$ cat config.mk
export PLATFORM = sky130hd
export DESIGN_NAME = readoutFifo_flat
export DESIGN_NICKNAME = d
export VERILOG_FILES = /design/src/source/bufferPkg.sv /design/src/source/bufferIfs.sv /design/src/source/readoutFifo.sv /design/src/flat_wrapper.sv
export SDC_FILE = /design/constraint.sdc
export NUM_CORES = 1
export LEC_CHECK = 0
export BUFFER_PORTS_ARGS = -buffer_cell sky130_fd_sc_hd__buf_2
export CAP_MARGIN = 20
export CORE_ASPECT_RATIO = 1.75
export CORE_MARGIN = 3
export CORE_UTILIZATION = 38
export CTS_CLUSTER_SIZE = 16
export DETAILED_ROUTE_END_ITERATION = 16
export PLACE_DENSITY_LB_ADDON = 0.12
export SLEW_MARGIN = 20
export SYNTH_ARGS = -nofsm -noshare
export SYNTH_HDL_FRONTEND = slang
export SYNTH_SLANG_ARGS = --single-unit
$ cat constraint.sdc
create_clock -name CLK -period 3.8 [get_ports CLK]
set_input_delay 0.19 -clock CLK [delete_from_list [all_inputs] [get_ports CLK]]
set_output_delay 0.19 -clock CLK [all_outputs]
set_load 0.01 [all_outputs]
$ cat src/source/bufferPkg.sv
// Buffer storage definitions
package bufferPkg;

	//****************************************
	// Widths and depths
	//****************************************

	// One sample of channel data per clock
	localparam int sampleWidth = 32;
	// Pipeline entries, sets the longest hold latency
	localparam int pipeDepth = 128;
	localparam int pipeAddrWidth = $clog2(pipeDepth);
	// L0 identifier doubles as event buffer address
	localparam int l0IdWidth = 8;
	localparam int eventDepth = 2 ** l0IdWidth;
	// Request queue entries per command line
	localparam int fifoDepth = 8;
	localparam int fifoPtrWidth = $clog2(fifoDepth);

	//****************************************
	// Types
	//****************************************

	typedef logic [sampleWidth-1:0] sampleT;
	typedef logic [pipeAddrWidth-1:0] pipeAddrT;
	typedef logic [l0IdWidth-1:0] l0IdT;
	// Identifier in the upper bits, sample below
	typedef logic [l0IdWidth+sampleWidth-1:0] eventT;
	typedef logic [fifoPtrWidth-1:0] fifoPtrT;
	// One bit wider than a pointer so full is reachable
	typedef logic [fifoPtrWidth:0] fifoCountT;

endpackage

$ cat src/source/bufferIfs.sv


//****************************************
// Request queue
//****************************************
interface requestFifoIf;
	// Detected identifier from the serial line
	logic push;
	bufferPkg::l0IdT pushId;
	// Oldest queued identifier, taken on pop
	logic pop;
	bufferPkg::l0IdT headId;
	// Occupancy flags, levels
	logic empty;
	logic full;

	modport writer (output push, pushId);
	modport reader (output pop, input headId, empty);
	modport fifo (input push, pushId, pop, output headId, empty, full);
endinterface

$ cat src/source/readoutFifo.sv
// Request identifier queue
`timescale 1ns/1ps

module readoutFifo (
	input logic CLK,
	input logic rstN,
	requestFifoIf.fifo port
);

	bufferPkg::l0IdT entries [bufferPkg::fifoDepth];
	bufferPkg::fifoPtrT writePtr;
	bufferPkg::fifoPtrT readPtr;
	bufferPkg::fifoCountT count;
	logic doPush;
	logic doPop;

	// Push into a full queue is lost, pop on empty is ignored
	assign doPush = port.push && !port.full;
	assign doPop = port.pop && !port.empty;

	//****************************************
	// Pointers and occupancy
	//****************************************
	always_ff @(posedge CLK or negedge rstN) begin
		if (!rstN) begin
			writePtr <= '0;
			readPtr <= '0;
			count <= '0;
		end else begin
			if (doPush) writePtr <= writePtr + 1'b1;
			if (doPop) readPtr <= readPtr + 1'b1;
			case ({doPush, doPop})
				2'b10: count <= count + 1'b1;
				2'b01: count <= count - 1'b1;
				default: count <= count;
			endcase
		end
	end

	always_ff @(posedge CLK) begin
		if (doPush) entries[writePtr] <= port.pushId;
	end

	// Show-ahead, the head is visible before the pop
	assign port.headId = entries[readPtr];
	assign port.empty = (count == '0);
	assign port.full = (count == bufferPkg::fifoDepth);

	// Readout side must look at empty before popping
	noPopEmpty: assert property (@(posedge CLK) disable iff (!rstN)
		port.pop |-> !port.empty)
		else $error("pop on empty request queue");
	countBound: assert property (@(posedge CLK) disable iff (!rstN)
		count <= bufferPkg::fifoDepth)
		else $error("request queue count overflow");

endmodule

$ cat src/flat_wrapper.sv
// flat-port wrapper written by rule: the top's interface ports become plain ports
module readoutFifo_flat 
  (CLK, rstN, port_push, port_pushId, port_pop, port_headId, port_empty, port_full);
  requestFifoIf port_i ();
  input logic CLK;
  input logic rstN;
  input wire logic [$bits(port_i.push)-1:0] port_push;
  input wire logic [$bits(port_i.pushId)-1:0] port_pushId;
  input wire logic [$bits(port_i.pop)-1:0] port_pop;
  output wire logic [$bits(port_i.headId)-1:0] port_headId;
  output wire logic [$bits(port_i.empty)-1:0] port_empty;
  output wire logic [$bits(port_i.full)-1:0] port_full;
  assign port_i.push = port_push;
  assign port_i.pushId = port_pushId;
  assign port_i.pop = port_pop;
  assign port_headId = port_i.headId;
  assign port_empty = port_i.empty;
  assign port_full = port_i.full;
  readoutFifo u_core (.CLK(CLK), .rstN(rstN), .port(port_i));
endmodule
==> out/summary.txt <==
YS warnings: 0
Largest net degree at the start of global routing: 19
Post-DRT Antenna Nets: 0
Buffers on Ports: 21
Max Fclk: 341.2 MHz
Relative slew slack: 28.71%
Fin util: 45.68%
Distinct cells, synth: 33
WP data required: 4.00 ns
CP max-delay cell: or4b_2
H-Tree Depth: 3
Post-synthesis compound-gate area fraction: 1.873%
Worst-Skew Late Latency: 0.33 ns
Post-synth net total: 179
Filler instances: 703
RSZ-0062 raised after global routing: false
Final Hold Viols: 0
Synth Instances: 161
Yosys top cell by area: edfxtp_1
Fin crit period: 2.931 ns
Post-CTS Setup Bufs: 0
Clock buffer depth: 2
Num rows: 43
First-pass GRT wire length: 9004 um
Final GP Congestion: 0.6531
Post-cts sizing count: 0
Cell family with most CP delay: simple AND/OR/NAND/NOR gates
Die Span X: 74.71 um
DR iter-0 viols: 127
ANT cells: 0
Share of the synthesized area in the top cell type: 61.22%
DPL Wire Length: 3862 um
Largest family of logic cells by synthesized area: multiplexers
Slowest stage delay, CP: 0.66 ns
Initial antenna violation count: 0
Setup Crit Path Kind: reg2reg
Pins over their slew limit: 0
DP Worst Slack: 0.8892 ns
Die Ht: 126.2 um
Synth area leaders: edfxtp_1, mux4_1, dfrtp_1, mux2_2, ha_1
Pwr/cell area: 781.8 nW/um2
CP dominant cell by count: ha_1
Vias per cell: 5.525
Leak: 1.317 nW
Setup TNS: 0 ns
Buf/Inv on CP: 0
Initial core utilization: 39.42%
Final Skew: 0.004715 ns
Sink Count: 74
Mux cell area share after synthesis: 17.30%
Min setup slack post-route: 0.8693 ns
Cells after DPL: 265
Status: completed
CP cell instances: or4b_4 > nand2_2 > ha_1 > ha_1 > or4b_2 > o311ai_0 > o211ai_1
Multi-input gate area: 900.9 um2
Crit end category: flop
Total gr overflow: 0
Post-Synth Simple-Gate Area: 4.902%
Die area: 9430 um2
Core box area: 7963 um2
Layout overhead on the synthesized area: 15.86%
Vias: 1558
Clk root buf: clkbuf_16
Worst Hold Class: in2reg
GRT Util Overall: 13.56%
Post-Synth XOR/XNOR Area: 1.674%
Tcrit/Tclk final: 77.12%
Non-Filler Instances: 282
Worst VDD drop: 0.3642 mV
Mean post-synth cell area: 19.50 um2
Critical path launch point type: flop
Synthesized area: 3139 um2
DRC: 0
Num CTS Buffers: 9
CTS tree: yes
CP Max Fanout: 9
Drt pass-1 iters: 4
Critical Path AT: 3.13 ns
Max-cap viol count: 0
Worst Tran Pin Value: 1.065 ns
Register area share after synthesis: 69.19%
Avg WL per Cell: 20.53 um
WL final: 5790 um
Post-synthesis adder-cell area fraction: 2.631%
Final setup vio count: 0
Number of global-route vias before repair: 1639
Post-synthesis register bit count: 74
Sequential Area: 2172 um2
I/O pin cnt: 22
Share of layout cells above drive strength 1: 27.60%
Reg clk slew, reported paths: 0.06 ns
Nets: 205
## cell usage after synthesis (all sizes together)
cell type  instances
nand2              7
or4b               2
ha                 5
fa                 1
nor2               6
nor4               1
nor3               2
clkbuf             2
edfxtp            64
a21oi              2
dfrtp             10
mux2i              1
o41ai              1
mux2              10
nor3b              3
nand3              4
inv                6
mux4              16
nand2b             2
xnor2              5
nand3b             1
o211ai             1
a2111o             1
xor2               1
o311ai             1
o21ai              1
buf                5
## registers in the layout, indices dropped and copies added, names as in the netlist
signal           count
u_core.entries      64
u_core.count         4
u_core.readPtr       3
u_core.writePtr      3
## worst paths after layout
kind | startpoint | end | slack (ns) | cells after the start
worst max-delay path | u_core.count[0]$_DFFE_PN0P_ | u_core.count[3]$_DFFE_PN0P_ | 0.87 | 7
worst min-delay path | port_pushId[7] | u_core.entries[1][7]$_DFFE_PP_ | 0.13 | 1
worst max register to register | u_core.count[0]$_DFFE_PN0P_ | u_core.count[3]$_DFFE_PN0P_ | 0.87 | 7
worst min register to register | u_core.writePtr[0]$_DFFE_PN0P_ | u_core.writePtr[0]$_DFFE_PN0P_ | 0.54 | 1
max in group asynchronous | rstN | u_core.count[1]$_DFFE_PN0P_ | 3.34 | 2
min in group asynchronous | rstN | u_core.writePtr[0]$_DFFE_PN0P_ | 0.26 | 2
## layout make-up
class / instances / area share [%]
clock inverters: 5 / 1.376
repair buffers: 22 / 3.165
well taps: 90 / 3.096
clock buffers: 11 / 7.258
inverters: 6 / 0.6192
flip-flops and latches: 74 / 59.72
multi-input cells: 74 / 24.77
## per-stage QoR
stage	hold WS, ns	power [mW]	instance area [um2]
2_1_floorplan	-0.1056	1.780	3139
3_5_place_dp	0.07160	2.013	3313
4_1_cts	0.1224	2.880	3637
3_3_place_gp	0.06011	1.960	3313
5_1_grt	0.1346	2.987	3637
6_report	0.1285	2.844	3637
## power by group
group          total [mW]  switching (mW)  internal [mW]
clock               0.865           0.304          0.561
combinational       0.730           0.327          0.402
sequential           1.25           0.202           1.05
total                2.84           0.833           2.01
## logic make-up after synthesis
| kind of cell | Yosys count |
|---|---|
| buf+inv | 13 |
| compound gates | 7 |
| fa+ha+maj | 6 |
| simple gates | 28 |
| flops | 74 |
| xor+xnor | 6 |
| mux | 27 |
## cells in the final DEF (no fill, tap or decap), drive strengths merged
cell	instances
a2111o	1
a21oi	2
buf	21
bufinv	1
clkbuf	11
clkinv	4
dfrtp	10
dlygate4sd3	1
edfxtp	64
fa	1
ha	5
inv	6
mux2	10
mux2i	1
mux4	16
nand2	7
nand2b	2
nand3	4
nand3b	1
nor2	6
nor3	2
nor3b	3
nor4	1
o211ai	1
o21ai	1
o311ai	1
o41ai	1
or4b	2
xnor2	5
xor2	1
## timing repair
action / in CTS / in global routing
endpoints found under the hold margin: 10 / 0
hold buffers: 1 / 0
endpoints found under the setup margin: 0 / 0
## metal layers
layer	vias to the layer above	global-route usage, %	routed length [um]
li1	712	-	-
met5	-	0	0
met4	0	7.023	181
met2	43	22.24	3167
met1	789	15.80	2250
met3	14	3.674	190
(Power assumes the default switching activity.)
