===== src/source/bufferPkg.sv =====
// Buffer storage definitions
package bufferPkg;

	//****************************************
	// Widths and depths
	//****************************************

	// One sample of channel data per clock
	localparam int sampleWidth = 32;
	// Pipeline entries, sets the longest hold latency
	localparam int pipeDepth = 128;
	localparam int pipeAddrWidth = $clog2(pipeDepth);
	// L0 identifier doubles as event buffer address
	localparam int l0IdWidth = 8;
	localparam int eventDepth = 2 ** l0IdWidth;
	// Request queue entries per command line
	localparam int fifoDepth = 8;
	localparam int fifoPtrWidth = $clog2(fifoDepth);

	//****************************************
	// Types
	//****************************************

	typedef logic [sampleWidth-1:0] sampleT;
	typedef logic [pipeAddrWidth-1:0] pipeAddrT;
	typedef logic [l0IdWidth-1:0] l0IdT;
	// Identifier in the upper bits, sample below
	typedef logic [l0IdWidth+sampleWidth-1:0] eventT;
	typedef logic [fifoPtrWidth-1:0] fifoPtrT;
	// One bit wider than a pointer so full is reachable
	typedef logic [fifoPtrWidth:0] fifoCountT;

endpackage


===== src/source/commandPkg.sv =====
// Serial command definitions
package commandPkg;

	//****************************************
	// Frame format
	//****************************************

	// Header leads the frame, MSB first
	localparam int headerBits = 3;
	typedef logic [headerBits-1:0] headerT;

	// Header codes of the two readout requests
	localparam headerT r3Header = 3'b101;
	localparam headerT l1Header = 3'b110;

	// Identifier bits after the header
	localparam int frameBits = 8;

	// Detector FSM states
	typedef enum logic [1:0] {
		idle,
		header,
		payload
	} detStateT;

endpackage


===== src/source/bufferIfs.sv =====


//****************************************
// Request queue
//****************************************
interface requestFifoIf;
	// Detected identifier from the serial line
	logic push;
	bufferPkg::l0IdT pushId;
	// Oldest queued identifier, taken on pop
	logic pop;
	bufferPkg::l0IdT headId;
	// Occupancy flags, levels
	logic empty;
	logic full;

	modport writer (output push, pushId);
	modport reader (output pop, input headId, empty);
	modport fifo (input push, pushId, pop, output headId, empty, full);
endinterface


===== src/source/commandDetector.sv =====
// Serial readout command detector
`timescale 1ns/1ps

module commandDetector #(
	parameter commandPkg::headerT header = commandPkg::r3Header
) (
	input logic CLK,
	input logic rstN,
	input logic serialIn,
	requestFifoIf.writer fifo
);

	localparam int countWidth = $clog2(commandPkg::frameBits);
	// Bit counter values of the last header and last identifier bits
	localparam logic [countWidth-1:0] lastHeaderBit = countWidth'(commandPkg::headerBits - 1);
	localparam logic [countWidth-1:0] lastIdBit = countWidth'(commandPkg::frameBits - 1);

	commandPkg::detStateT state;
	logic [countWidth-1:0] bitCount;
	// Header bits seen so far, the newest bit comes straight from the line
	logic [commandPkg::headerBits-2:0] headShift;
	bufferPkg::l0IdT idShift;

	//****************************************
	// Frame FSM
	//****************************************
	always_ff @(posedge CLK or negedge rstN) begin
		if (!rstN) begin
			state <= commandPkg::idle;
			bitCount <= '0;
			fifo.push <= 1'b0;
		end else begin
			fifo.push <= 1'b0;
			case (state)
				// Line idles low, a high bit opens a frame
				commandPkg::idle: begin
					if (serialIn) begin
						state <= commandPkg::header;
						bitCount <= countWidth'(1);
					end
				end
				commandPkg::header: begin
					bitCount <= bitCount + 1'b1;
					if (bitCount == lastHeaderBit) begin
						bitCount <= '0;
						// Foreign or corrupt header, back to idle
						if ({headShift, serialIn} == header) begin
							state <= commandPkg::payload;
						end else begin
							state <= commandPkg::idle;
						end
					end
				end
				commandPkg::payload: begin
					bitCount <= bitCount + 1'b1;
					if (bitCount == lastIdBit) begin
						state <= commandPkg::idle;
						fifo.push <= 1'b1;
					end
				end
				default: state <= commandPkg::idle;
			endcase
		end
	end

	// Shift registers, MSB first
	always_ff @(posedge CLK) begin
		headShift <= {headShift[commandPkg::headerBits-3:0], serialIn};
		if (state == commandPkg::payload) begin
			idShift <= {idShift[commandPkg::frameBits-2:0], serialIn};
		end
	end

	// Identifier is complete while push is high
	assign fifo.pushId = idShift;

endmodule


===== src/flat_wrapper.sv =====
// flat-port wrapper written by rule: the top's interface ports become plain ports
module commandDetector_flat 
#(
	parameter commandPkg::headerT header = commandPkg::r3Header
)
  (CLK, rstN, serialIn, fifo_push, fifo_pushId);
  requestFifoIf fifo_i ();
  input logic CLK;
  input logic rstN;
  input logic serialIn;
  output wire logic [$bits(fifo_i.push)-1:0] fifo_push;
  output wire logic [$bits(fifo_i.pushId)-1:0] fifo_pushId;
  assign fifo_push = fifo_i.push;
  assign fifo_pushId = fifo_i.pushId;
  commandDetector #(.header(header)) u_core (.CLK(CLK), .rstN(rstN), .serialIn(serialIn), .fifo(fifo_i));
endmodule

===== config.mk =====
export PLATFORM = sky130hd
export DESIGN_NAME = commandDetector_flat
export DESIGN_NICKNAME = d
export VERILOG_FILES = /design/src/source/bufferPkg.sv /design/src/source/commandPkg.sv /design/src/source/bufferIfs.sv /design/src/source/commandDetector.sv /design/src/flat_wrapper.sv
export SDC_FILE = /design/constraint.sdc
export NUM_CORES = 1
export LEC_CHECK = 0
export BUFFER_PORTS_ARGS = -buffer_cell sky130_fd_sc_hd__buf_2
export CAP_MARGIN = 20
export CORE_MARGIN = 5
export CORE_UTILIZATION = 42
export CTS_CLUSTER_SIZE = 30
export DETAILED_ROUTE_END_ITERATION = 16
export GPL_TIMING_DRIVEN = 0
export PLACE_DENSITY_LB_ADDON = 0.05
export SETUP_SLACK_MARGIN = 0.02
export SLEW_MARGIN = 40
export SYNTH_ARGS = -nofsm -noshare
export SYNTH_HDL_FRONTEND = slang
export SYNTH_SLANG_ARGS = --single-unit

===== constraint.sdc =====
create_clock -name CLK -period 2.5 [get_ports CLK]
set_clock_uncertainty 0.1 [all_clocks]
set_input_delay 0.375 -clock CLK [delete_from_list [all_inputs] [get_ports CLK]]
set_output_delay 0.375 -clock CLK [all_outputs]
set_load 0.05 [all_outputs]

==> metrics <==
worst slew pin tran approximately 0.54 ns; Setup TNS 0 ns; Worst Setup Start Kind flip-flop; vias 410; cell area after layout 827.0 um2; Slew HR about 64%; GRT Overall Usage 9.747%; Worst Path Arrival roughly 1.9 ns; vias per std cell between 5 and 6; row count 15; Detail Route Antenna Nets 0; peak supply drop slightly below 0.5 mV; most frequent cells in the layout 11 x buf_2, 8 x ha_1, 8 x edfxtp_1; final hold violations 0; P per Cell Area 1009 nW/um2; Yosys cell types 20; internal power around 0.53 mW; Starting Density 42.77%; Sw Ratio between 30% and 40%; Worst Path Class, Setup reg2reg; Num Clock Sinks 16; Period minus WS final between 1.5 and 2 ns; first-pass GRT wire length approximately 1800 um; Leakage Power 0.3700 nW; Mean Syn Cell Area between 15 and 20 um2; clk_lat worst skew roughly 0.28 ns; PnR Total Power roughly 0.83 mW; Clock Root Buffer clkbuf_4; Area Growth Syn to Fin 15.76%; critical path peak fanout 11; status complete, no violations; Max H-tree Level 1; CTS buffer count 3; CTS max path bufs 2; Hold WC Path Type in2reg; DRT Pass-1 Iters 4; Worst EP required ~2.6 ns; I/O pins 12; final setup vio count 0; sequential power share a little over two fifths; PortBufs 11; Max Cap Viol 0; syn_nets 57; sequential-to-total area share from yosys stat roughly three fifths; drt total wl between 1000 and 1500 um; final period utilization between 70 and 80%; Area after DPL around 790 um2; Cells after Synth 46; core area ~1700 um2; clock-pin slew on the worst setup and hold paths 0.10 ns; Slew Viols, Final 0; HPWL after DPL between 800 and 900 um; GRT overflow 0; dpl cells 74; combinational power share 40.7%; Syn. warnings 0; Die ar. around 2600 um2; FMAX roughly 540 MHz; mapped cell area a little over 700 um2; die extent in x between 50 and 60 um; share of cells above drive strength 1 between 30% and 40%; vias in the first global route 435; Initial DRC Count 1; ant diodes 0; Routed WL per cell around 14 um; Seq cells post-synth 16; clock share of power around 16%; Die H 51.25 um; Sw Pwr between 0.3 and 0.4 mW; worst hold margin 0.1691 ns; initial antenna violation count 0; commonest non-fill, non-tap cell in the layout buf_2; DRC viols 0; largest net degree at the start of global routing 12; Layout Cells excl Fill between 70 and 80; nets 74; CP Capture Type flip-flop; CTS tree done; GPL Wtd Cong around 0.78; RSZ-0062 raised after global routing no
-- metrics by stage --
stage / worst slack (ns) / utilization [%]
floorplan: 0.8184 / -
global placement: 0.7178 / 47.34
global route: 0.5620 / 49.51
CTS: 0.6253 / 49.51
finish: 0.6458 / 49.51
detailed placement: 0.6455 / 47.34
-- worst paths after layout --
check	from	to	slack, ns	depth (start not counted)
setup / recovery	u_core.state[0]$_DFFE_PN0P_	u_core.state[0]$_DFFE_PN0P_	0.65	4
hold / removal	serialIn	u_core.headShift[0]$_DFF_P_	0.17	1
setup reg to reg	u_core.state[0]$_DFFE_PN0P_	u_core.state[0]$_DFFE_PN0P_	0.65	4
hold reg to reg	u_core.headShift[0]$_DFF_P_	u_core.headShift[1]$_DFF_P_	0.25	0
max in group asynchronous	rstN	u_core.state[1]$_DFFE_PN0P_	1.83	2
min in group asynchronous	rstN	u_core.fifo.push$_DFF_PN0_	0.33	2
-- power by group through the flow --
| stage | clock network, mW | registers (mW) | logic, mW |
|---|---|---|---|
| CTS | 0.140 | 0.362 | 0.343 |
| global placement | 0 | 0.359 | 0.323 |
| global route | 0.155 | 0.368 | 0.374 |
| floorplan | 0 | 0.399 | 0.238 |
| detailed placement | 0 | 0.367 | 0.340 |
| finish | 0.135 | 0.360 | 0.340 |
-- worst max-delay path: stages, from the launching register on --
cell and delay [ns]:
dfrtp_1 0.42, inv_1 0.11, ha_1 0.40, a221oi_4 0.40
mux2_4 0.32
-- flip-flops by register name, summed over array words and instances (netlist names) --
signal	flops
u_core.fifo.push	1
u_core.state	2
u_core.bitCount	3
u_core.fifo.pushId	8
u_core.headShift	2
-- cell families after synthesis --
family          share of synthesized area, %
compound gates                         11.03
fa+ha+maj                              14.01
buf+inv                                2.627
flops                                  60.24
mux                                    3.502
simple gates                           8.582
-- layer usage --
metal  up-vias  part of all wire, %  global-route usage [%]
met5         -                    0                       0
met4         0                  1.1                   5.677
met3         2                  4.2                   2.624
met2         7                   51                   16.52
met1       204                   44                   10.91
li1        197                    -                       -
-- synthesized netlist by cell type --
library cell,instances,area share (%)
nand2_1,1,0.52
o41ai_2,1,2.3
or3_1,1,0.88
nand2b_4,1,1.9
or2_4,1,1.2
a21oi_1,1,0.70
o221ai_1,1,1.2
and2_1,1,0.88
ha_1,8,14
edfxtp_1,8,34
nand4b_1,1,1.2
inv_1,5,2.6
dfrtp_1,6,21
a221oi_4,1,3.7
mux2i_1,1,1.4
mux2_4,1,2.1
dfxtp_1,2,5.6
o31ai_1,1,1.1
o21ai_0,3,2.1
nor2b_4,1,1.9
-- area by class of cell --
class                      instances  area, um2
clock buffer                       3      22.52
clock inverter                     1      3.754
fill                             148      843.3
inverter                           5      18.77
multi-input combinational         25      265.3
sequential                        16      430.4
tap                               17      21.27
timing repair buffer              12      65.06
-- timing repair --
action | in CTS | in global routing
hold buffers | 1 | 0
hold endpoints to repair | 6 | 0
setup buffers | 0 | 0
gates resized for setup | 0 | 0
(Power assumes the default switching activity.)
