`src/source/bufferPkg.sv`:
```
// Buffer storage definitions
package bufferPkg;

	//****************************************
	// Widths and depths
	//****************************************

	// One sample of channel data per clock
	localparam int sampleWidth = 32;
	// Pipeline entries, sets the longest hold latency
	localparam int pipeDepth = 128;
	localparam int pipeAddrWidth = $clog2(pipeDepth);
	// L0 identifier doubles as event buffer address
	localparam int l0IdWidth = 8;
	localparam int eventDepth = 2 ** l0IdWidth;
	// Request queue entries per command line
	localparam int fifoDepth = 8;
	localparam int fifoPtrWidth = $clog2(fifoDepth);

	//****************************************
	// Types
	//****************************************

	typedef logic [sampleWidth-1:0] sampleT;
	typedef logic [pipeAddrWidth-1:0] pipeAddrT;
	typedef logic [l0IdWidth-1:0] l0IdT;
	// Identifier in the upper bits, sample below
	typedef logic [l0IdWidth+sampleWidth-1:0] eventT;
	typedef logic [fifoPtrWidth-1:0] fifoPtrT;
	// One bit wider than a pointer so full is reachable
	typedef logic [fifoPtrWidth:0] fifoCountT;

endpackage

```
`src/source/bufferIfs.sv`:
```
// Event buffer and request queue interfaces
`timescale 1ns/1ps

//****************************************
// Event buffer port
//****************************************
interface eventPortIf;
	// Write side, one strobe per captured L0
	logic writeStrobe;
	bufferPkg::l0IdT writeAddr;
	bufferPkg::eventT writeData;
	// Read side, data valid the cycle after the strobe
	logic readStrobe;
	bufferPkg::l0IdT readAddr;
	bufferPkg::eventT readData;

	modport ctrl (
		output writeStrobe, writeAddr, writeData,
		output readStrobe, readAddr,
		input readData
	);

	modport mem (
		input writeStrobe, writeAddr, writeData,
		input readStrobe, readAddr,
		output readData
	);
endinterface

//****************************************
// Request queue
//****************************************
interface requestFifoIf;
	// Detected identifier from the serial line
	logic push;
	bufferPkg::l0IdT pushId;
	// Oldest queued identifier, taken on pop
	logic pop;
	bufferPkg::l0IdT headId;
	// Occupancy flags, levels
	logic empty;
	logic full;

	modport writer (output push, pushId);
	modport reader (output pop, input headId, empty);
	modport fifo (input push, pushId, pop, output headId, empty, full);
endinterface

```
`src/source/readoutControl.sv`:
```
// L0 identifier and readout control
`timescale 1ns/1ps

module readoutControl (
	input logic CLK,
	input logic rstN,
	input logic l0a,
	input logic l0IdReset,
	input logic l0IdPreset,
	input bufferPkg::l0IdT preL0Id,
	input bufferPkg::sampleT heldSample,
	input logic r3ReadEnable,
	input logic l1ReadEnable,
	requestFifoIf.reader r3Fifo,
	requestFifoIf.reader l1Fifo,
	eventPortIf.ctrl mem,
	output logic l1bReadR3,
	output logic l1bReadL1,
	output bufferPkg::eventT l1bDataOut,
	output bufferPkg::l0IdT l0IdLocal
);

	bufferPkg::l0IdT captureId;
	logic pendingL1;
	logic serveR3;
	logic serveL1;

	//****************************************
	// L0 identifier and event capture
	//****************************************
	// Reset beats preset, both beat the increment
	always_ff @(posedge CLK or negedge rstN) begin
		if (!rstN) begin
			l0IdLocal <= '0;
			mem.writeStrobe <= 1'b0;
		end else begin
			if (l0IdReset) l0IdLocal <= '0;
			else if (l0IdPreset) l0IdLocal <= preL0Id;
			else if (l0a) l0IdLocal <= l0IdLocal + 1'b1;
			// Held sample arrives one cycle after l0a
			mem.writeStrobe <= l0a;
		end
	end

	// Identifier before the increment
	always_ff @(posedge CLK) begin
		captureId <= l0IdLocal;
	end

	assign mem.writeAddr = captureId;
	assign mem.writeData = {captureId, heldSample};

	//****************************************
	// Read arbitration
	//****************************************
	// R3 wins, a blocked L1 waits in pendingL1
	assign serveR3 = r3ReadEnable && !r3Fifo.empty;
	assign serveL1 = (l1ReadEnable || pendingL1) && !serveR3 && !l1Fifo.empty;

	always_ff @(posedge CLK or negedge rstN) begin
		if (!rstN) begin
			pendingL1 <= 1'b0;
			l1bReadR3 <= 1'b0;
			l1bReadL1 <= 1'b0;
		end else begin
			pendingL1 <= (l1ReadEnable || pendingL1) && serveR3 && !l1Fifo.empty;
			// Strobes line up with the registered read data
			l1bReadR3 <= serveR3;
			l1bReadL1 <= serveL1;
		end
	end

	assign r3Fifo.pop = serveR3;
	assign l1Fifo.pop = serveL1;
	assign mem.readStrobe = serveR3 || serveL1;
	assign mem.readAddr = serveR3 ? r3Fifo.headId : l1Fifo.headId;
	assign l1bDataOut = mem.readData;

	oneSource: assert property (@(posedge CLK) disable iff (!rstN)
		!(l1bReadR3 && l1bReadL1))
		else $error("R3 and L1 read strobes together");

endmodule

```
`src/flat_wrapper.sv`:
```
// flat-port wrapper written by rule: the top's interface ports become plain ports
module readoutControl_flat 
  (CLK, rstN, l0a, l0IdReset, l0IdPreset, preL0Id, heldSample, r3ReadEnable, l1ReadEnable, l1bReadR3, l1bReadL1, l1bDataOut, l0IdLocal, r3Fifo_pop, r3Fifo_headId, r3Fifo_empty, l1Fifo_pop, l1Fifo_headId, l1Fifo_empty, mem_writeStrobe, mem_writeAddr, mem_writeData, mem_readStrobe, mem_readAddr, mem_readData);
  requestFifoIf r3Fifo_i ();
  requestFifoIf l1Fifo_i ();
  eventPortIf mem_i ();
  input logic CLK;
  input logic rstN;
  input logic l0a;
  input logic l0IdReset;
  input logic l0IdPreset;
  input bufferPkg::l0IdT preL0Id;
  input bufferPkg::sampleT heldSample;
  input logic r3ReadEnable;
  input logic l1ReadEnable;
  output logic l1bReadR3;
  output logic l1bReadL1;
  output bufferPkg::eventT l1bDataOut;
  output bufferPkg::l0IdT l0IdLocal;
  output wire logic [$bits(r3Fifo_i.pop)-1:0] r3Fifo_pop;
  input wire logic [$bits(r3Fifo_i.headId)-1:0] r3Fifo_headId;
  input wire logic [$bits(r3Fifo_i.empty)-1:0] r3Fifo_empty;
  output wire logic [$bits(l1Fifo_i.pop)-1:0] l1Fifo_pop;
  input wire logic [$bits(l1Fifo_i.headId)-1:0] l1Fifo_headId;
  input wire logic [$bits(l1Fifo_i.empty)-1:0] l1Fifo_empty;
  output wire logic [$bits(mem_i.writeStrobe)-1:0] mem_writeStrobe;
  output wire logic [$bits(mem_i.writeAddr)-1:0] mem_writeAddr;
  output wire logic [$bits(mem_i.writeData)-1:0] mem_writeData;
  output wire logic [$bits(mem_i.readStrobe)-1:0] mem_readStrobe;
  output wire logic [$bits(mem_i.readAddr)-1:0] mem_readAddr;
  input wire logic [$bits(mem_i.readData)-1:0] mem_readData;
  assign r3Fifo_pop = r3Fifo_i.pop;
  assign r3Fifo_i.headId = r3Fifo_headId;
  assign r3Fifo_i.empty = r3Fifo_empty;
  assign l1Fifo_pop = l1Fifo_i.pop;
  assign l1Fifo_i.headId = l1Fifo_headId;
  assign l1Fifo_i.empty = l1Fifo_empty;
  assign mem_writeStrobe = mem_i.writeStrobe;
  assign mem_writeAddr = mem_i.writeAddr;
  assign mem_writeData = mem_i.writeData;
  assign mem_readStrobe = mem_i.readStrobe;
  assign mem_readAddr = mem_i.readAddr;
  assign mem_i.readData = mem_readData;
  readoutControl u_core (.CLK(CLK), .rstN(rstN), .l0a(l0a), .l0IdReset(l0IdReset), .l0IdPreset(l0IdPreset), .preL0Id(preL0Id), .heldSample(heldSample), .r3ReadEnable(r3ReadEnable), .l1ReadEnable(l1ReadEnable), .r3Fifo(r3Fifo_i), .l1Fifo(l1Fifo_i), .mem(mem_i), .l1bReadR3(l1bReadR3), .l1bReadL1(l1bReadL1), .l1bDataOut(l1bDataOut), .l0IdLocal(l0IdLocal));
endmodule
```
`config.mk`:
```
export PLATFORM = sky130hd
export DESIGN_NAME = readoutControl_flat
export DESIGN_NICKNAME = d
export VERILOG_FILES = /design/src/source/bufferPkg.sv /design/src/source/bufferIfs.sv /design/src/source/readoutControl.sv /design/src/flat_wrapper.sv
export SDC_FILE = /design/constraint.sdc
export NUM_CORES = 1
export LEC_CHECK = 0
export BUFFER_PORTS_ARGS = -buffer_cell sky130_fd_sc_hd__buf_2
export CAP_MARGIN = 10
export CORE_AREA = 2 2 83 85
export CTS_BUF_LIST = sky130_fd_sc_hd__clkbuf_4 sky130_fd_sc_hd__clkbuf_8
export CTS_CLUSTER_SIZE = 25
export DETAILED_ROUTE_END_ITERATION = 8
export DIE_AREA = 0 0 85 87
export PLACE_DENSITY_LB_ADDON = 0.25
export SETUP_SLACK_MARGIN = 0.5
export SYNTH_ARGS = -nofsm -noshare
export SYNTH_HDL_FRONTEND = slang
export SYNTH_SLANG_ARGS = --single-unit
```
`constraint.sdc`:
```
create_clock -name CLK -period 1.9 [get_ports CLK]
set_input_delay 0.38 -clock CLK [delete_from_list [all_inputs] [get_ports CLK]]
set_output_delay 0.38 -clock CLK [all_outputs]
set_load 0.02 [all_outputs]
```
==> results.yml, run 1 <==
placement:
  dp_hpwl_mm: 3.83
  io_buffer_count: 70
  gp_congestion: 0.695
floorplanning:
  die_area_um2: 7400
  core.rowCount: 30
  core_area_um2: 6570
  die_h_um: 87
  io_pins: 215
  fp.dieW_um: 85
  start_util_pct: 21.6
yosys:
  synthMuxAreaShare_pct: 0.795
  ys_types: 20
  synth_area_leader_cell: "buf_4"
  synth.ff_latch_count: 20
  ys.flop_type: "dfrtp_1"
  synth_fp_nets: 276
  async_flop_share_pct: 60.0
  synthSimpleGateAreaFrac_pct: 13.9
  ys_warn_count: 0
  synth_edf_count: 0
  synthXorXnorAreaFrac_pct: 2.47
  synth_area_um2: 1420
  yosysTopAreaCellShare_pct: 42.4
  seq_area_frac_synth_pct: 32.5
  synth-adder-area-share_pct: 0.883
  syn_avg_cell_area_um2: 8.33
  synthCells: 170
  synth_top_family_by_area: "buffers and inverters"
  yosysMostFrequentCell: "buf_4"
  ys_top_cells_by_count: "buf_4, nand2_1, dfrtp_1"
  yosys-top-cells-area: "buf_4, dfrtp_1, dfxtp_1, nand2_1, xor2_1"
  synth_compound_area_share_pct: 5.74
timing:
  fin_skew_ns: 0.00430
  setup_viol: 0
  relSlewSlack_pct: 71.5
  period_minus_slack_ns: 1.45
  fin_crit_sh_pct: 76.5
  grt_setup_unrepaired: "true"
  tightest_slew_ns: 0.427
  hold_viol: 0
  finalMaxSlewViolations: 0
  max_freq_ghz: 0.688
  fin_setup_tns_ns: 0
clocking:
  cts_buffers: 3
  htree_levels: 1
  clk_path_buf_depth: 2
  path_clk_slew_ns: 0.08
  tritoncts: "built"
  cts_num_sinks: 20
  clock_latency_ns: 0.26
  root_buffer: "clkbuf_8"
layout:
  finish.utilization_pct: 23.9
  drive_above_1_share_pct: 63.7
  syn2layout_area_growth_pct: 11.0
  multi_input_area_um2: 447
  final-seq-area_um2: 465
  diodes: 0
  nets: 275
  n_fill_cell: 710
detailed_routing:
  vias_per_cell: 4.19
  ant_nets: 0
  drtIter0Drc: 20
  routed_wl_mm: 4.61
  drc: 0
  drtPass1Iterations: 4
  routedWlPerCell_um: 18.6
  via_count: 1038
global_route:
  grt.overflow.total: 0
  grt_pass1_wl_mm: 6.00
  grtUsageTotal_pct: 11.2
  grt_pass1_vias: 928
  grt_max_degree: 15
  antenna_found_initial: 0
critical_path:
  worstPathArrival_ns: 1.07
  setup.worst_path.end_class: "output pin"
  path_max_fanout: 5
  critPathKind: "in -> out"
  worstPathRequired_ns: 1.52
  startpoint_type: "input port"
worst_hold_path:
  hold_class: "in -> reg"
pwr:
  ir_drop_mv: 0.305
  p_leak_uw: 0.000798
  power.density_nw_per_um2: 703
job:
  cap_violations: 0
status:
  run_status: "complete, no violations"
flip-flops by register name (all words and copies together), names as in the netlist:
name and cells:
u_core.l1bReadR3 1, u_core.mem.writeStrobe 1, u_core.l0IdLocal 8, u_core.l1bReadL1 1, u_core.pendingL1 1, u_core.mem.writeAddr 8
cells in the final DEF, fill, tap and decap left out:
| master | n |
|---|---|
| mux2_2 | 1 |
| nor2_1 | 7 |
| a21oi_1 | 2 |
| o21ai_0 | 3 |
| ha_1 | 1 |
| nand2_4 | 7 |
| nand2b_4 | 1 |
| xor2_1 | 4 |
| inv_4 | 1 |
| nand2_1 | 14 |
| dfrtp_2 | 4 |
| nand2_2 | 10 |
| buf_4 | 3 |
| a311oi_1 | 2 |
| inv_1 | 1 |
| nor2_4 | 1 |
| dlygate4sd3_1 | 1 |
| buf_12 | 1 |
| nand4_1 | 4 |
| inv_8 | 1 |
| dfrtp_1 | 8 |
| buf_2 | 59 |
| or3_1 | 3 |
| clkbuf_8 | 4 |
| o21bai_4 | 1 |
| a211oi_1 | 3 |
| dfxtp_1 | 8 |
| a311oi_2 | 1 |
| buf_6 | 12 |
routing by layer:
layer | up-vias | GRT usage [%] | share of wire [%]
li1 | 459 | - | -
met1 | 449 | 10.2 | 30
met2 | 114 | 16.8 | 46
met3 | 16 | 10.2 | 21
met4 | 0 | 6.06 | 3.9
met5 | - | 0 | 0
power breakdown:
group	internal [uW]	switching, uW	total, uW
logic	130	172	303
clock network	185	146	331
registers	451	20.0	472
per-stage QoR:
step | total power (uW) | hold WS [ns] | worst slack, ns | instances | cell area (um2)
2_1_floorplan | 843 | 0.0844 | 0.507 | 170 | 1430
3_3_place_gp | 717 | 0.281 | 0.396 | 238 | 1270
3_5_place_dp | 716 | 0.279 | 0.397 | 238 | 1270
4_1_cts | 1090 | 0.311 | 0.469 | 245 | 1460
5_1_grt | 1150 | 0.320 | 0.430 | 248 | 1570
6_report | 1100 | 0.308 | 0.447 | 248 | 1570
cell families after synthesis:
group	after synthesis
flip-flops	20
adder cells (fa/ha/maj)	1
AO/OA/AOI/OAI	12
multiplexers	1
XOR/XNOR	4
buffers and inverters	85
AND/OR/NAND/NOR	47
layout make-up:
class | count | share of cell area [%]
inverter | 2 | 0.955
timing repair inverter | 1 | 0.398
tap | 80 | 6.37
sequential | 20 | 29.6
timing repair buffer | 76 | 30.7
multi-input combinational | 65 | 28.4
clock buffer | 4 | 3.50
final timing paths:
kind / slack, ns / startpoint / cells after the start / endpoint
max: 0.45 / r3Fifo_empty / 6 / mem_readAddr[4]
min: 0.31 / l0a / 1 / u_core.mem.writeStrobe
max reg2reg: 0.55 / u_core.l0IdLocal[0] / 4 / u_core.l0IdLocal[6]
min reg2reg: 0.42 / u_core.l0IdLocal[7] / 0 / u_core.mem.writeAddr[7]
max in group asynchronous: 1.11 / rstN / 2 / u_core.l0IdLocal[3]
min in group asynchronous: 0.54 / rstN / 2 / u_core.mem.writeStrobe
critical path: stages:
cell	delay (ns)
buf_6	0.09
nand2b_4	0.20
buf_12	0.17
nand2_4	0.06
nand2_4	0.04
buf_6	0.12
timing repair:
action	in CTS	in global routing
pin swaps	8	10
buffers inserted	1	2
gates cloned	1	1
gates resized for setup	33	25
hold buffers	1	0
endpoints found under the hold margin	12	0
setup endpoints to repair	10	13
Power figures use the tool's default switching activity.
==> run 2, diff against run 1 <==
==> constraint.sdc (replaced) <==
create_clock -name CLK -period 1.2 [get_ports CLK]
set_input_delay 0.24 -clock CLK [delete_from_list [all_inputs] [get_ports CLK]]
set_output_delay 0.24 -clock CLK [all_outputs]
set_load 0.02 [all_outputs]
==> results.yml, run 2 (synthesis gave the netlist of run 1 again) <==
placement:
  dp_hpwl_mm: 4.03
  placed_area_um2: 1610
  gp_congestion: 0.746
  placed_cells: 250
  io_buffer_count: 70
global_route:
  antenna_found_initial: 0
  grt_pass1_wl_mm: 6.96
  grt_pass1_vias: 1174
  grt_max_degree: 15
  grt.overflow.total: 0
  grtUsageTotal_pct: 12.8
worst_hold_path:
  min_path_cells: 3
  hold_class: "in -> reg"
  hold_end: "u_core.l0IdLocal[1]"
  min_from: "preL0Id[1]"
clocking:
  root_buffer: "clkbuf_8"
  cts_num_sinks: 20
  htree_levels: 1
  clock_latency_ns: 0.26
  cts_buffers: 3
  tritoncts: "built"
  path_clk_slew_ns: 0.08
  clk_path_buf_depth: 2
timing:
  tightest_slew_ns: 0.249
  period_minus_slack_ns: 1.32
  hold_viol: 0
  fin_skew_ns: 0.00131
  fin_crit_sh_pct: 110
  layout_setup_ws_ns: -0.121
  max_freq_ghz: 0.757
  grt_setup_unrepaired: "true"
  setup_viol: 4
  finalMaxSlewViolations: 0
  relSlewSlack_pct: 83.4
detailed_routing:
  via_count: 1145
  drtPass1Iterations: 4
  routedWlPerCell_um: 18.6
  routed_wl_mm: 4.97
  drtIter0Drc: 38
  vias_per_cell: 4.29
  drc: 0
  ant_nets: 0
critical_path:
  worstPathArrival_ns: 1.08
  rr_worst_depth: 4
  critPathKind: "reg -> out"
  reg2reg_slack_ns: -0.03
  startpoint_type: "register"
  setup.worst_path.end_class: "output pin"
  worstReg2RegStart: "u_core.l0IdLocal[0]"
  cp-startpoint: "u_core.pendingL1"
  path_max_fanout: 3
  r2r-end: "u_core.l0IdLocal[6]"
  worstPathRequired_ns: 0.96
pwr:
  clkPwrFrac_pct: 26.8
  p_int_uw: 1380
  p_comb_share_pct: 35.3
  p_leak_uw: 0.000998
  power.density_nw_per_um2: 930
  p_switching_uw: 610
  seq_power_share_pct: 37.9
  ir_drop_mv: 0.445
  p_sw_share_pct: 30.6
layout:
  drive_above_1_share_pct: 79.7
  finish.utilization_pct: 32.6
  syn2layout_area_growth_pct: 51.1
  final_cell_area_um2: 2140
  stdcell_count: 267
  layout_common_cells: "buf_6, buf_2, nand2_4"
  nets: 294
  diodes: 0
  final_common_cell: "buf_6"
floorplanning:
  core.rowCount: 30
  io_pins: 215
  core_area_um2: 6570
  die_area_um2: 7400
  start_util_pct: 21.6
  fp.dieW_um: 85
  die_h_um: 87
job:
  cap_violations: 0
status:
  violations: "negative setup slack"
  run_status: "finished, violations left"
==> run 2: changes by cell type in the layout (fill, tap and decap cells not counted), sizes merged <==
cell and delta:
buf +19, inv -2, clkbuf +1, clkinv +1
==> run 2: per-layer routing <==
metal / routed length, um / global-route usage, % / up-vias
met1: 1380 / 11.4 / 502
li1: - / - / 498
met3: 1090 / 12.6 / 14
met4: 104 / 3.90 / 2
met2: 2330 / 19.7 / 129
met5: 61 / 6.29 / -
==> run 2: worst max-delay path, cell delays in order (launching register included) <==
cell and delay [ns]:
dfrtp_1 0.40, o21bai_4 0.23, nand2_8 0.05, buf_6 0.13
==> run 2: worst max-delay path by stage <==
stage                          end  slack (ns)  depth (start not counted)
3_5_place_dp   u_core.l0IdLocal[2]       -0.05                          5
5_1_grt             mem_readStrobe       -0.16                          3
4_1_cts             mem_readStrobe       -0.16                          3
6_report            mem_readStrobe       -0.12                          3
3_3_place_gp   u_core.l0IdLocal[2]       -0.04                          5
2_1_floorplan  u_core.l0IdLocal[6]       -0.09                          4
==> run 2: repair_timing <==
action	in CTS	in global routing
resized for setup	94	17
hold endpoints to repair	12	0
pin swaps	11	5
endpoints found under the setup margin	49	58
hold buffers	1	0
buffers inserted	7	5
gates cloned	0	0
==> run 2: area by class of cell <==
type                    count  area (um2)
clock buffers               4        55.1
fillers                   699        4430
inverters                   2        20.0
multi-input cells          65         573
flip-flops and latches     20         498
well taps                  80         100
repair buffers             96         893
==> run 2: through the flow <==
| stage | total power, uW | setup slack, ns | setup TNS (ns) | hold slack (ns) |
|---|---|---|---|---|
| after floorplan | 1420 | -0.0851 | -0.203 | -0.0556 |
| after global placement | 1250 | -0.0362 | -0.0656 | 0.146 |
| after detailed placement | 1250 | -0.0539 | -0.108 | 0.149 |
| after CTS | 1970 | -0.157 | -0.365 | 0.219 |
| after global routing | 2080 | -0.161 | -0.694 | 0.246 |
| final | 1990 | -0.121 | -0.274 | 0.230 |
==> run 2: power groups by stage <==
stage	clock (uW)	sequential [uW]	combinational, uW
floorplan	0	818	605
global placement	0	752	500
detailed placement	0	755	498
CTS	546	754	669
global route	567	761	749
finish	533	754	703
==> run 3, diff against run 2 <==
==> constraint.sdc (replaced) <==
create_clock -name CLK -period 1.2 [get_ports CLK]
set_input_delay 0.12 -clock CLK [delete_from_list [all_inputs] [get_ports CLK]]
set_output_delay 0.12 -clock CLK [all_outputs]
set_load 0.02 [all_outputs]
==> results.yml, run 3 (synthesis gave the netlist of run 1 again) <==
placement:
  placed_cells: 249
  gp_congestion: 0.776
  pre_cts_slack_ns: -0.0682
  io_buffer_count: 70
  dp_hpwl_mm: 3.58
layout:
  final_common_cell: "buf_6"
  nets: 294
  drive_above_1_share_pct: 81.3
  layout_common_cells: "buf_6, buf_2, nand2_2"
  diodes: 0
  stdcell_count: 267
  syn2layout_area_growth_pct: 46.1
  n_fill_cell: 679
  finish.utilization_pct: 31.5
floorplanning:
  fp.dieW_um: 85
  die_area_um2: 7400
  die_h_um: 87
  core_area_um2: 6570
  io_pins: 215
  start_util_pct: 21.6
  core.rowCount: 30
timing:
  fin_skew_ns: 0.00685
  layout_setup_ws_ns: -0.0137
  relSlewSlack_pct: 79.4
  finalMaxSlewViolations: 0
  setup_viol: 1
  fin_setup_tns_ns: -0.0137
  period_minus_slack_ns: 1.21
  grt_setup_unrepaired: "true"
  tightest_slew_ns: 0.309
  hold_viol: 0
  max_freq_ghz: 0.824
  fin_crit_sh_pct: 101
critical_path:
  critPathKind: "reg -> reg"
  startpoint_type: "register"
  cpMaxStageDelayCell: "dfrtp_2"
  worstPathArrival_ns: 1.38
  path_cells: "nand4_1 -> or3_1 -> a311oi_1"
  slowest_delay_ns: 0.39
  path_max_fanout: 4
  critPathTopFamily: "simple AND/OR/NAND/NOR gates"
  setup.worst_path.end_class: "register"
  worstPathRequired_ns: 1.37
  crit_buf_inv: 0
status:
  violations: "negative setup slack"
  run_status: "finished, violations left"
global_route:
  antenna_found_initial: 0
  grt.overflow.total: 0
  grt_pass1_vias: 1099
  grt_pass1_wl_mm: 6.43
  grt_max_degree: 15
  grtUsageTotal_pct: 11.4
clocking:
  htree_levels: 1
  root_buffer: "clkbuf_8"
  cts_buffers: 3
  path_clk_slew_ns: 0.08
  cts_num_sinks: 20
  clk_path_buf_depth: 2
  tritoncts: "built"
  clock_latency_ns: 0.26
detailed_routing:
  drc: 0
  routedWlPerCell_um: 16.4
  vias_per_cell: 4.14
  via_count: 1106
  drtIter0Drc: 26
  routed_wl_mm: 4.37
  ant_nets: 0
  drtPass1Iterations: 4
pwr:
  power_uw: 2100
  power.density_nw_per_um2: 1010
  ir_drop_mv: 0.690
  p_leak_uw: 0.000991
job:
  cap_violations: 0
worst_hold_path:
  hold_class: "in -> reg"
## run 3: cell count changes in the layout (fill, tap and decap cells not counted), moves of 2 or more
cell,delta
nand2_2,+9
xor2_2,+2
xor2_1,-2
buf_4,+5
dfxtp_2,+8
buf_6,-5
dfxtp_4,-8
nand2_4,-8
## run 3: path summary, 6_finish.rpt
check	from	to	slack, ns	cells after the start
max in group asynchronous	rstN	u_core.l0IdLocal[3]	0.67	2
min in group asynchronous	rstN	u_core.l0IdLocal[7]	0.28	2
worst max-delay path	u_core.l0IdLocal[2]	u_core.l0IdLocal[6]	-0.01	3
worst max register to register	u_core.l0IdLocal[2]	u_core.l0IdLocal[6]	-0.01	3
worst min register to register	u_core.l0IdLocal[7]	u_core.mem.writeAddr[7]	0.50	1
worst min-delay path	preL0Id[0]	u_core.l0IdLocal[0]	0.11	3
## run 3: worst reg2reg max path: stages, from the launching register on
cell and delay [ns]:
dfrtp_2 0.39, nand4_1 0.16, or3_1 0.37, a311oi_1 0.20
## run 3: power breakdown
part	total [uW]	internal, uW	switching (uW)
combinational	665	351	314
clock	674	445	229
sequential	761	720	40.4
total	2100	1520	584
## run 3: per-layer routing
metal	GRT usage, %	wire length [um]	vias up
met5	0	0	-
met4	3.46	91	0
met3	8.72	774	16
met2	20.0	2300	99
met1	10.1	1210	493
li1	-	-	498
## run 3: layout make-up
class	instances	area, um2	share of cell area, %
clock buffer	3	41.3	2.00
sequential	20	478	23.1
tap	80	100	4.84
multi-input combinational	66	554	26.8
clock inverter	1	30.0	1.45
timing repair inverter	1	8.76	0.423
inverter	2	20.0	0.967
timing repair buffer	94	837	40.4
## run 3: timing repair
action	CTS	global route
buffers inserted	9	2
cloned	2	0
endpoints found under the setup margin	48	51
hold endpoints to repair	12	0
pin swaps	25	4
resized for setup	112	14
hold buffers	1	0
## run 3: per-stage QoR
step / area, um2 / hold WS (ns)
detailed placement: 1450 / 0.0256
floorplan: 1520 / -0.176
global route: 2070 / 0.119
finish: 2070 / 0.108
CTS: 1990 / 0.0895
global placement: 1450 / 0.0264
